## config.mk

```make
export PLATFORM = sky130hd
export DESIGN_NAME = core_mon_top
export DESIGN_NICKNAME = d
export VERILOG_FILES = /design/src/core_mon_pkg.sv /design/src/bus_integrity_check.sv /design/src/step_fsm.sv /design/src/retire_counter.sv /design/src/trap_pc_tracker.sv /design/src/core_mon_top.sv
export SDC_FILE = /design/constraint.sdc
export NUM_CORES = 1
export LEC_CHECK = 0
export BUFFER_PORTS_ARGS = -buffer_cell sky130_fd_sc_hd__buf_2
export CAP_MARGIN = 20
export CORE_ASPECT_RATIO = 1.2
export CORE_MARGIN = 2
export CORE_UTILIZATION = 56
export CTS_BUF_LIST = sky130_fd_sc_hd__clkbuf_4 sky130_fd_sc_hd__clkbuf_8 sky130_fd_sc_hd__clkbuf_16
export DETAILED_ROUTE_END_ITERATION = 10
export PLACE_DENSITY_LB_ADDON = 0.3
export RECOVER_POWER = 50
export SYNTH_ARGS = -nofsm -noshare
export SYNTH_HDL_FRONTEND = slang
export SYNTH_HIERARCHICAL = 1
export SYNTH_SLANG_ARGS = --single-unit
```

## constraint.sdc

```tcl
create_clock -name clk -period 4.2 [get_ports clk]
set_input_delay 0.84 -clock clk [delete_from_list [all_inputs] [get_ports clk]]
set_output_delay 0.84 -clock clk [all_outputs]
set_load 0.02 [all_outputs]
```

## src/core_mon_pkg.sv

```systemverilog
/* Core monitor shared definitions */

`default_nettype none

package core_mon_pkg;

  ////////////////////////////////////////////////////////////
  // Widths
  ////////////////////////////////////////////////////////////

  // Address and PC width of the core
  parameter int unsigned ADDR_W     = 32;
  // Store data width on the data bus
  parameter int unsigned DATA_W     = 32;
  // One byte enable per byte of write data
  parameter int unsigned BE_W       = 4;
  // One checksum bit per group of request fields
  parameter int unsigned ACHK_W     = 12;
  parameter int unsigned EXC_CODE_W = 5;
  // Number of exception causes whose mepc is tracked
  parameter int unsigned NUM_CAUSES = 6;

  ////////////////////////////////////////////////////////////
  // Encodings
  ////////////////////////////////////////////////////////////

  // Exception codes as written to mcause
  // Instruction bus fault is a custom code
  typedef enum logic [EXC_CODE_W-1:0] {
    INSTR_FAULT     = 5'd1,
    ILLEGAL_INSN    = 5'd2,
    BREAKPOINT      = 5'd3,
    ECALL_MMODE     = 5'd8,
    ECALL_UMODE     = 5'd11,
    INSTR_BUS_FAULT = 5'd24
  } exc_code_e;

  // Slot of each tracked cause in the mepc error vector
  typedef enum logic [2:0] {
    IDX_ILLEGAL_INSN    = 3'd0,
    IDX_ECALL_MMODE     = 3'd1,
    IDX_ECALL_UMODE     = 3'd2,
    IDX_BREAKPOINT      = 3'd3,
    IDX_INSTR_BUS_FAULT = 3'd4,
    IDX_INSTR_FAULT     = 3'd5
  } cause_idx_e;

  // Single-step tracking states
  typedef enum logic [1:0] {
    S_RUN      = 2'd0,
    S_STEP     = 2'd1,
    S_IRQ_WAIT = 2'd2,
    S_DEBUG    = 2'd3
  } step_state_e;

  ////////////////////////////////////////////////////////////
  // Bundles
  ////////////////////////////////////////////////////////////

  // OBI address phase as seen on either bus
  // On the instruction bus we, be and wdata stay at zero
  typedef struct packed {
    logic              req;
    logic              we;
    logic [BE_W-1:0]   be;
    logic [ADDR_W-1:0] addr;
    logic [1:0]        memtype;
    logic [2:0]        prot;
    logic              dbg;
    logic [DATA_W-1:0] wdata;
  } obi_req_t;

  // A retirement that trapped, with the resolved cause
  typedef struct packed {
    logic                  valid;
    logic [EXC_CODE_W-1:0] code;
    logic [ADDR_W-1:0]     pc;
  } trap_evt_t;

  // Exception write of mcause and mepc
  typedef struct packed {
    logic                  valid;
    logic [EXC_CODE_W-1:0] code;
    logic [ADDR_W-1:0]     mepc;
  } csr_save_t;

  // Sticky error flags of the monitor
  typedef struct packed {
    logic                  instr_achk;
    logic                  data_achk;
    logic                  instr_par;
    logic                  data_par;
    logic                  step_multi;
    logic                  step_irq;
    logic [NUM_CAUSES-1:0] mepc;
  } mon_err_t;

endpackage

`default_nettype wire

```

## src/bus_integrity_check.sv

```systemverilog
/* Bus checksum and parity check */

`timescale 1ns/1ps
`default_nettype none

module bus_integrity_check import core_mon_pkg::*; (
  input  wire logic              clk,
  input  wire logic              rst_ni,
  input  wire obi_req_t          instr_req_i,
  input  wire obi_req_t          data_req_i,
  input  wire logic              instr_reqpar_i,
  input  wire logic              data_reqpar_i,
  input  wire logic [ACHK_W-1:0] instr_achk_i,
  input  wire logic [ACHK_W-1:0] data_achk_i,
  output logic [1:0]             achk_err_o,
  output logic [1:0]             par_err_o
);

  ////////////////////////////////////////////////////////////
  // Expected checksum
  ////////////////////////////////////////////////////////////

  // Each bit is the odd parity of one field group, high group first
  // The instruction bus has no be/we, so that group uses a fixed pattern
  function automatic logic [ACHK_W-1:0] calc_achk(obi_req_t r, logic is_instr);
    logic [BE_W:0] be_we;
    be_we = is_instr ? {{BE_W{1'b1}}, 1'b0} : {r.be, r.we};
    return {
      ~^r.wdata[31:24],
      ~^r.wdata[23:16],
      ~^r.wdata[15:8],
      ~^r.wdata[7:0],
      ~^6'b0,
      ~^r.dbg,
      ~^be_we,
      ~^{r.prot, r.memtype},
      ~^r.addr[31:24],
      ~^r.addr[23:16],
      ~^r.addr[15:8],
      ~^r.addr[7:0]
    };
  endfunction

  logic [ACHK_W-1:0] instr_achk_exp;
  logic [ACHK_W-1:0] data_achk_exp;

  assign instr_achk_exp = calc_achk(instr_req_i, 1'b1);
  assign data_achk_exp  = calc_achk(data_req_i, 1'b0);

  ////////////////////////////////////////////////////////////
  // Mismatch detection
  ////////////////////////////////////////////////////////////

  // Bit 1 is the instruction bus, bit 0 the data bus
  logic [1:0] achk_mis;
  logic [1:0] par_mis;

  assign achk_mis[1] = (instr_achk_i != instr_achk_exp);
  assign achk_mis[0] = (data_achk_i != data_achk_exp);

  // reqpar must always be the inverse of req
  assign par_mis[1] = (instr_reqpar_i == instr_req_i.req);
  assign par_mis[0] = (data_reqpar_i == data_req_i.req);

  ////////////////////////////////////////////////////////////
  // Sticky flags
  ////////////////////////////////////////////////////////////

  logic [1:0] achk_err_q;
  logic [1:0] par_err_q;

  // Checked every cycle, a flag once set stays until reset
  always_ff @(posedge clk or negedge rst_ni) begin
    if (!rst_ni) begin
      achk_err_q <= 2'b00;
      par_err_q  <= 2'b00;
    end else begin
      achk_err_q <= achk_err_q | achk_mis;
      par_err_q  <= par_err_q | par_mis;
    end
  end

  assign achk_err_o = achk_err_q;
  assign par_err_o  = par_err_q;

endmodule

`default_nettype wire

```

## src/step_fsm.sv

```systemverilog
/* Single-step window tracker */

`timescale 1ns/1ps
`default_nettype none

module step_fsm import core_mon_pkg::*; #(
  parameter int unsigned CNT_W = 2
) (
  input  wire logic             clk,
  input  wire logic             rst_ni,
  input  wire logic             step_i,
  input  wire logic             debug_mode_i,
  input  wire logic             wb_valid_i,
  input  wire logic             irq_ack_i,
  input  wire logic [CNT_W-1:0] count_i,
  output logic                  cnt_clear_o,
  output logic                  cnt_en_o,
  output logic                  step_multi_o,
  output logic                  step_irq_o
);

  step_state_e state_q, state_d;
  logic        step_multi_q;
  logic        step_irq_q;
  logic        multi_hit;
  logic        irq_hit;

  ////////////////////////////////////////////////////////////
  // Next state and counter control
  ////////////////////////////////////////////////////////////

  always_comb begin
    state_d     = state_q;
    cnt_clear_o = 1'b0;
    cnt_en_o    = 1'b0;
    multi_hit   = 1'b0;
    irq_hit     = 1'b0;
    // Debug entry wins in every state and retirements in debug are ignored
    if (debug_mode_i) begin
      state_d = S_DEBUG;
    end else begin
      case (state_q)
        S_RUN: begin
          // A new step window starts with an empty count
          if (step_i) begin
            state_d     = S_STEP;
            cnt_clear_o = 1'b1;
          end
        end
        S_STEP: begin
          if (wb_valid_i) begin
            cnt_en_o  = 1'b1;
            // Something already retired in this window
            multi_hit = (count_i != '0);
          end
          if (irq_ack_i) begin
            state_d = S_IRQ_WAIT;
          end
        end
        S_IRQ_WAIT: begin
          // After an interrupt nothing may retire before the debug halt
          irq_hit = wb_valid_i;
        end
        default: begin
          // S_DEBUG, left once the core resumes
          state_d = S_RUN;
        end
      endcase
    end
  end

  ////////////////////////////////////////////////////////////
  // State and sticky error registers
  ////////////////////////////////////////////////////////////

  always_ff @(posedge clk or negedge rst_ni) begin
    if (!rst_ni) begin
      state_q      <= S_RUN;
      step_multi_q <= 1'b0;
      step_irq_q   <= 1'b0;
    end else begin
      state_q      <= state_d;
      step_multi_q <= step_multi_q | multi_hit;
      step_irq_q   <= step_irq_q | irq_hit;
    end
  end

  assign step_multi_o = step_multi_q;
  assign step_irq_o   = step_irq_q;

endmodule

`default_nettype wire

```

## src/retire_counter.sv

```systemverilog
/* Saturating retirement counter */

`timescale 1ns/1ps
`default_nettype none

module retire_counter #(
  parameter int unsigned CNT_W = 2
) (
  input  wire logic             clk,
  input  wire logic             rst_ni,
  input  wire logic             clear_i,
  input  wire logic             en_i,
  output logic      [CNT_W-1:0] count_o
);

  logic [CNT_W-1:0] count_q;
  logic             at_max;

  // Stop at all ones so a long window never wraps back to zero
  assign at_max = &count_q;

  // Clear has priority over counting
  always_ff @(posedge clk or negedge rst_ni) begin
    if (!rst_ni) begin
      count_q <= '0;
    end else if (clear_i) begin
      count_q <= '0;
    end else if (en_i && !at_max) begin
      count_q <= count_q + 1'b1;
    end
  end

  assign count_o = count_q;

endmodule

`default_nettype wire

```

## src/trap_pc_tracker.sv

```systemverilog
/* Trap PC against mepc tracker */

`timescale 1ns/1ps
`default_nettype none

module trap_pc_tracker import core_mon_pkg::*; (
  input  wire logic                  clk,
  input  wire logic                  rst_ni,
  input  wire trap_evt_t             trap_i,
  input  wire csr_save_t             save_i,
  output logic      [NUM_CAUSES-1:0] mepc_err_o
);

  ////////////////////////////////////////////////////////////
  // Cause decode
  ////////////////////////////////////////////////////////////

  // One-hot slot of a tracked code, all zero for other codes
  function automatic logic [NUM_CAUSES-1:0] cause_sel(logic [EXC_CODE_W-1:0] code);
    logic [NUM_CAUSES-1:0] sel;
    sel = '0;
    case (code)
      ILLEGAL_INSN:    sel[IDX_ILLEGAL_INSN]    = 1'b1;
      ECALL_MMODE:     sel[IDX_ECALL_MMODE]     = 1'b1;
      ECALL_UMODE:     sel[IDX_ECALL_UMODE]     = 1'b1;
      BREAKPOINT:      sel[IDX_BREAKPOINT]      = 1'b1;
      INSTR_BUS_FAULT: sel[IDX_INSTR_BUS_FAULT] = 1'b1;
      INSTR_FAULT:     sel[IDX_INSTR_FAULT]     = 1'b1;
      default:         sel = '0;
    endcase
    return sel;
  endfunction

  logic [NUM_CAUSES-1:0] trap_hit;
  logic [NUM_CAUSES-1:0] save_hit;

  assign trap_hit = trap_i.valid ? cause_sel(trap_i.code) : '0;
  assign save_hit = save_i.valid ? cause_sel(save_i.code) : '0;

  ////////////////////////////////////////////////////////////
  // First occurrence per cause
  ////////////////////////////////////////////////////////////

  logic [NUM_CAUSES-1:0] exp_found_q;
  logic [NUM_CAUSES-1:0] act_found_q;
  logic [ADDR_W-1:0]     exp_pc_q [NUM_CAUSES];
  logic [ADDR_W-1:0]     act_pc_q [NUM_CAUSES];
  logic [NUM_CAUSES-1:0] exp_take;
  logic [NUM_CAUSES-1:0] act_take;

  // Only the first event of a cause is kept, later ones are dropped
  assign exp_take = trap_hit & ~exp_found_q;
  assign act_take = save_hit & ~act_found_q;

  always_ff @(posedge clk or negedge rst_ni) begin
    if (!rst_ni) begin
      exp_found_q <= '0;
      act_found_q <= '0;
    end else begin
      exp_found_q <= exp_found_q | exp_take;
      act_found_q <= act_found_q | act_take;
    end
  end

  // Captured values are only looked at once the found flag is set
  always_ff @(posedge clk) begin
    for (int i = 0; i < NUM_CAUSES; i++) begin
      if (exp_take[i]) begin
        exp_pc_q[i] <= trap_i.pc;
      end
      if (act_take[i]) begin
        act_pc_q[i] <= save_i.mepc;
      end
    end
  end

  ////////////////////////////////////////////////////////////
  // Comparison
  ////////////////////////////////////////////////////////////

  // Runs on the edge after both sides of a cause are recorded
  logic [NUM_CAUSES-1:0] mis;
  logic [NUM_CAUSES-1:0] mepc_err_q;

  always_comb begin
    for (int i = 0; i < NUM_CAUSES; i++) begin
      mis[i] = exp_found_q[i] && act_found_q[i] && (exp_pc_q[i] != act_pc_q[i]);
    end
  end

  always_ff @(posedge clk or negedge rst_ni) begin
    if (!rst_ni) begin
      mepc_err_q <= '0;
    end else begin
      mepc_err_q <= mepc_err_q | mis;
    end
  end

  assign mepc_err_o = mepc_err_q;

endmodule

`default_nettype wire

```

## src/core_mon_top.sv

```systemverilog
/* Core run-time monitor */

`timescale 1ns/1ps
`default_nettype none

module core_mon_top import core_mon_pkg::*; #(
  parameter int unsigned CNT_W = 2
) (
  input  wire logic              clk,
  input  wire logic              rst_ni,
  input  wire obi_req_t          instr_req_i,
  input  wire obi_req_t          data_req_i,
  input  wire logic              instr_reqpar_i,
  input  wire logic              data_reqpar_i,
  input  wire logic [ACHK_W-1:0] instr_achk_i,
  input  wire logic [ACHK_W-1:0] data_achk_i,
  input  wire trap_evt_t         trap_i,
  input  wire csr_save_t         save_i,
  input  wire logic              wb_valid_i,
  input  wire logic              irq_ack_i,
  input  wire logic              step_i,
  input  wire logic              debug_mode_i,
  output mon_err_t               err_o
);

  // Bus flags are ordered instruction bus high, data bus low
  logic [1:0]            achk_err;
  logic [1:0]            par_err;
  logic [NUM_CAUSES-1:0] mepc_err;
  logic                  step_multi;
  logic                  step_irq;
  logic                  cnt_clear;
  logic                  cnt_en;
  logic [CNT_W-1:0]      count;

  ////////////////////////////////////////////////////////////
  // Checkers
  ////////////////////////////////////////////////////////////

  bus_integrity_check i_bus_check (
    .clk            (clk),
    .rst_ni         (rst_ni),
    .instr_req_i    (instr_req_i),
    .data_req_i     (data_req_i),
    .instr_reqpar_i (instr_reqpar_i),
    .data_reqpar_i  (data_reqpar_i),
    .instr_achk_i   (instr_achk_i),
    .data_achk_i    (data_achk_i),
    .achk_err_o     (achk_err),
    .par_err_o      (par_err)
  );

  // The FSM owns the window, the counter only tallies retirements
  step_fsm #(
    .CNT_W (CNT_W)
  ) i_step_fsm (
    .clk          (clk),
    .rst_ni       (rst_ni),
    .step_i       (step_i),
    .debug_mode_i (debug_mode_i),
    .wb_valid_i   (wb_valid_i),
    .irq_ack_i    (irq_ack_i),
    .count_i      (count),
    .cnt_clear_o  (cnt_clear),
    .cnt_en_o     (cnt_en),
    .step_multi_o (step_multi),
    .step_irq_o   (step_irq)
  );

  retire_counter #(
    .CNT_W (CNT_W)
  ) i_retire_counter (
    .clk     (clk),
    .rst_ni  (rst_ni),
    .clear_i (cnt_clear),
    .en_i    (cnt_en),
    .count_o (count)
  );

  trap_pc_tracker i_trap_tracker (
    .clk        (clk),
    .rst_ni     (rst_ni),
    .trap_i     (trap_i),
    .save_i     (save_i),
    .mepc_err_o (mepc_err)
  );

  ////////////////////////////////////////////////////////////
  // Error vector
  ////////////////////////////////////////////////////////////

  // Every unit already holds its flags sticky
  always_comb begin
    err_o.instr_achk = achk_err[1];
    err_o.data_achk  = achk_err[0];
    err_o.instr_par  = par_err[1];
    err_o.data_par   = par_err[0];
    err_o.step_multi = step_multi;
    err_o.step_irq   = step_irq;
    err_o.mepc       = mepc_err;
  end

endmodule

`default_nettype wire

```

==> impl_metrics.toml <==
[cells_and_area]
layout.cells.non_filler = 1615
final_nets = 1463
fin_area_um2 = 19400
area_growth_pct = 19.3
layout-drive-gt1-share_pct = 23.5
nFillCells = 1939

[power]
fin_total_pwr_mw = 8.57
ir_worst_vdd_v = 0.000403
powerDensity_nw_per_um2 = 442
p_leak_nw = 6.40

[floorplanning]
start_util_pct = 56.6
fp.dieArea_um2 = 30400
ios = 272
row_count = 68
coreArea_um2 = 28700
fp.dieH_um = 190
die_x_um = 159

[clock_tree]
clock_latency_ns = 0.51
cts_tree = "yes"
ctsHoldBuffers = 0
htree_num_levels = 2
ctsResizeCount = 0
clockBufferDepth = 3
post_cts_buffers = 0
cts_buffers = 38
root_buffer = "clkbuf_16"
numClockSinks = 412
cts.clk_slew.worst_paths_ns = 0.06

[min_path]
whs_endpoint = "i_step_fsm/step_multi_o"
min_from = "i_step_fsm/step_multi_o"
hold_depth = 1
worstHoldPathType = "flop to flop"

[sta]
setup_violations = 0
drv_slew = 29
tightest_slew_ns = 1.56
fin_setup_tns_ns = 0
fin_crit_sh_pct = 59.4
relSlewSlack_pct = -4.00
fmax_ghz = 0.401
clock_skew_ns = 0.0197
rsz0062_at_grt = "false"
final_hold_viol_count = 0
period_needed_ns = 2.49

[placed_design]
dp.cells = 1546
portBuffers = 266
place_area_um2 = 18200
gp_congestion = 0.785
hpwl_mm = 22.9

[synthesis]
netlist_area_um2 = 16200
synth_edf_count = 384
ys_dominant_reg_cell = "edfxtp_1"
synth.distinct_cells = 33
syn_inst = 888
avgSynthCellArea_um2 = 18.3
synth.area.top_cells = "edfxtp_1 (71%), xnor2_1 (15%), dfrtp_1 (4.3%)"
async_flop_share_pct = 6.80
synth_top_cell_by_area = "edfxtp_1"
yosysMostFrequentCell = "edfxtp_1"
ys_seq_area_share_pct = 75.4
ys_ff_latch = 412
synthTopCellsByCount = "edfxtp_1 (384), xnor2_1 (283), nand4_1 (52), dfrtp_1 (28), xor2_1 (28)"
netlist.area_leader.share_pct = 71.1
synth_nets = 1149
yosysWarnings = 6

[route]
first_pass_iters = 4
dr.max_layer_used = "met4"
vias = 8395
ant_nets = 0
wl_met2_mm = 16.8
drt_iter0_drc = 535
wl_mm = 32.9
viasPerCell = 5.20
drc = 0
routedWlPerCell_um = 20.4
wl_met3_mm = 2.07
wl_met1_mm = 12.5

[global_route]
grt_pass1_wl_mm = 49.1
grt-ovfl-total = 0
grt_pass1_vias = 8530
grt_usage_pct = 21.7
antenna_found_initial = 2
grt_max_degree = 33

[status]
outcome = "complete, but fails checks"
violations = "capacitance limit, slew limit"

[setup_path]
worstPathMaxFanout = 23
r2r_cells = 5
cp_slowest_cell = "nor2_4"
start_kind = "input port"
slowest_delay_ns = 0.65
required_ns = 4.40
rr_endpoint = "i_trap_tracker/mepc_err_o[4]"
critPathArrivalTime_ns = 2.69
critPathCaptureType = "flop"
r2r_slack_ns = 2.26
r2r-start = "i_trap_tracker/act_pc_q[4][23]"
crit_chain = "buf_2, nor2b_1, nor3b_1, nand3_1, nor2_4, buf_4"
worst-setup-path-type = "input port to flop"

[flow_run]
cap_viol_max_count = 1
## logic make-up (layout without fill, tap and decap cells)
family                     Yosys count  after routing  share of synthesized area (%)
muxes                                1              1                         0.0925
other                                0              2                              0
AOI/OAI and AO/OA                   10             10                          0.501
and+or+nand+nor                    136            136                           5.10
xor gates and xnor gates           325            325                           18.7
buffers and inverters                3            343                          0.116
DFF                                412            412                           75.4
adders and majority gates            1              1                         0.0771
## sequential cells by signal (all words and copies together) (netlist names)
| name | cells |
|---|---|
| i_bus_check/par_err_o | 2 |
| i_retire_counter/count_o | 2 |
| i_trap_tracker/act_pc_q | 192 |
| i_trap_tracker/mepc_err_o | 6 |
| i_step_fsm/step_irq_o | 1 |
| i_step_fsm/state_q | 2 |
| i_trap_tracker/exp_found_q | 6 |
| i_trap_tracker/act_found_q | 6 |
| i_bus_check/achk_err_o | 2 |
| i_step_fsm/step_multi_o | 1 |
| i_trap_tracker/exp_pc_q | 192 |
## worst max-delay path by stage
| stage | from | endpoint | slack (ns) | depth (start not counted) |
|---|---|---|---|---|
| after global routing | save_i[34] | i_trap_tracker/act_pc_q[0][17] | 1.60 | 5 |
| after global placement | save_i[34] | i_trap_tracker/act_pc_q[0][13] | 1.28 | 5 |
| final | trap_i[34] | i_trap_tracker/exp_pc_q[3][10] | 1.71 | 6 |
| after detailed placement | save_i[34] | i_trap_tracker/act_pc_q[0][13] | 1.16 | 5 |
| after floorplan | save_i[37] | i_trap_tracker/act_pc_q[0][0] | 0.99 | 4 |
| after CTS | save_i[34] | i_trap_tracker/act_pc_q[0][17] | 1.69 | 5 |
## where the power goes
group	internal (mW)	leakage, nW	switching [mW]	total, mW
Sequential	4.55	3.75	0.0582	4.61
Combinational	0.319	2.04	0.277	0.596
Clock	1.97	0.610	1.39	3.36
Total	6.84	6.40	1.73	8.57
## metrics by stage
step | hold WS (ns) | utilization, % | worst slack, ns
2_1_floorplan | 0.429 | - | 0.989
3_3_place_gp | 0.445 | 63.4 | 1.28
3_5_place_dp | 0.452 | 63.4 | 1.16
4_1_cts | 0.367 | 67.7 | 1.69
5_1_grt | 0.484 | 67.5 | 1.60
6_report | 0.459 | 67.5 | 1.71
## final cells by class
type | instances | area, um2 | share of cell area (%)
inverter | 1 | 3.75 | 0.0194
multi-input combinational | 473 | 4070 | 21.0
sequential | 412 | 12200 | 63.2
timing repair buffer | 276 | 1340 | 6.94
antenna | 2 | 5.00 | 0.0259
clock buffer | 43 | 1010 | 5.20
clock inverter | 23 | 220 | 1.14
tap | 385 | 482 | 2.49
## critical path: cells and delay by family
family                 cells  cell delay, ns
buffers and inverters      2            0.42
and+or+nand+nor            4            1.41
## layer usage
metal	track usage [%]	vias to the layer above
met4	10.2	0
met3	3.94	74
met5	0	-
li1	-	3914
met2	38.1	346
met1	26.4	4061
## placed cells by master, fill, tap and decap left out, types with 5 or more instances in the layout
cell type / n
nor2_1: 6
nand3b_1: 6
clkbuf_16: 39
xnor2_1: 283
clkinv_1: 6
nor2_4: 12
dfrtp_1: 28
xnor3_1: 12
nand2b_1: 16
clkinv_2: 9
a31o_1: 7
buf_2: 200
clkbuf_1: 66
nor4_1: 12
edfxtp_1: 384
nand3_1: 5
nand4_1: 52
buf_4: 9
nand2_1: 8
xor2_1: 28
Power figures use the tool's default switching activity.
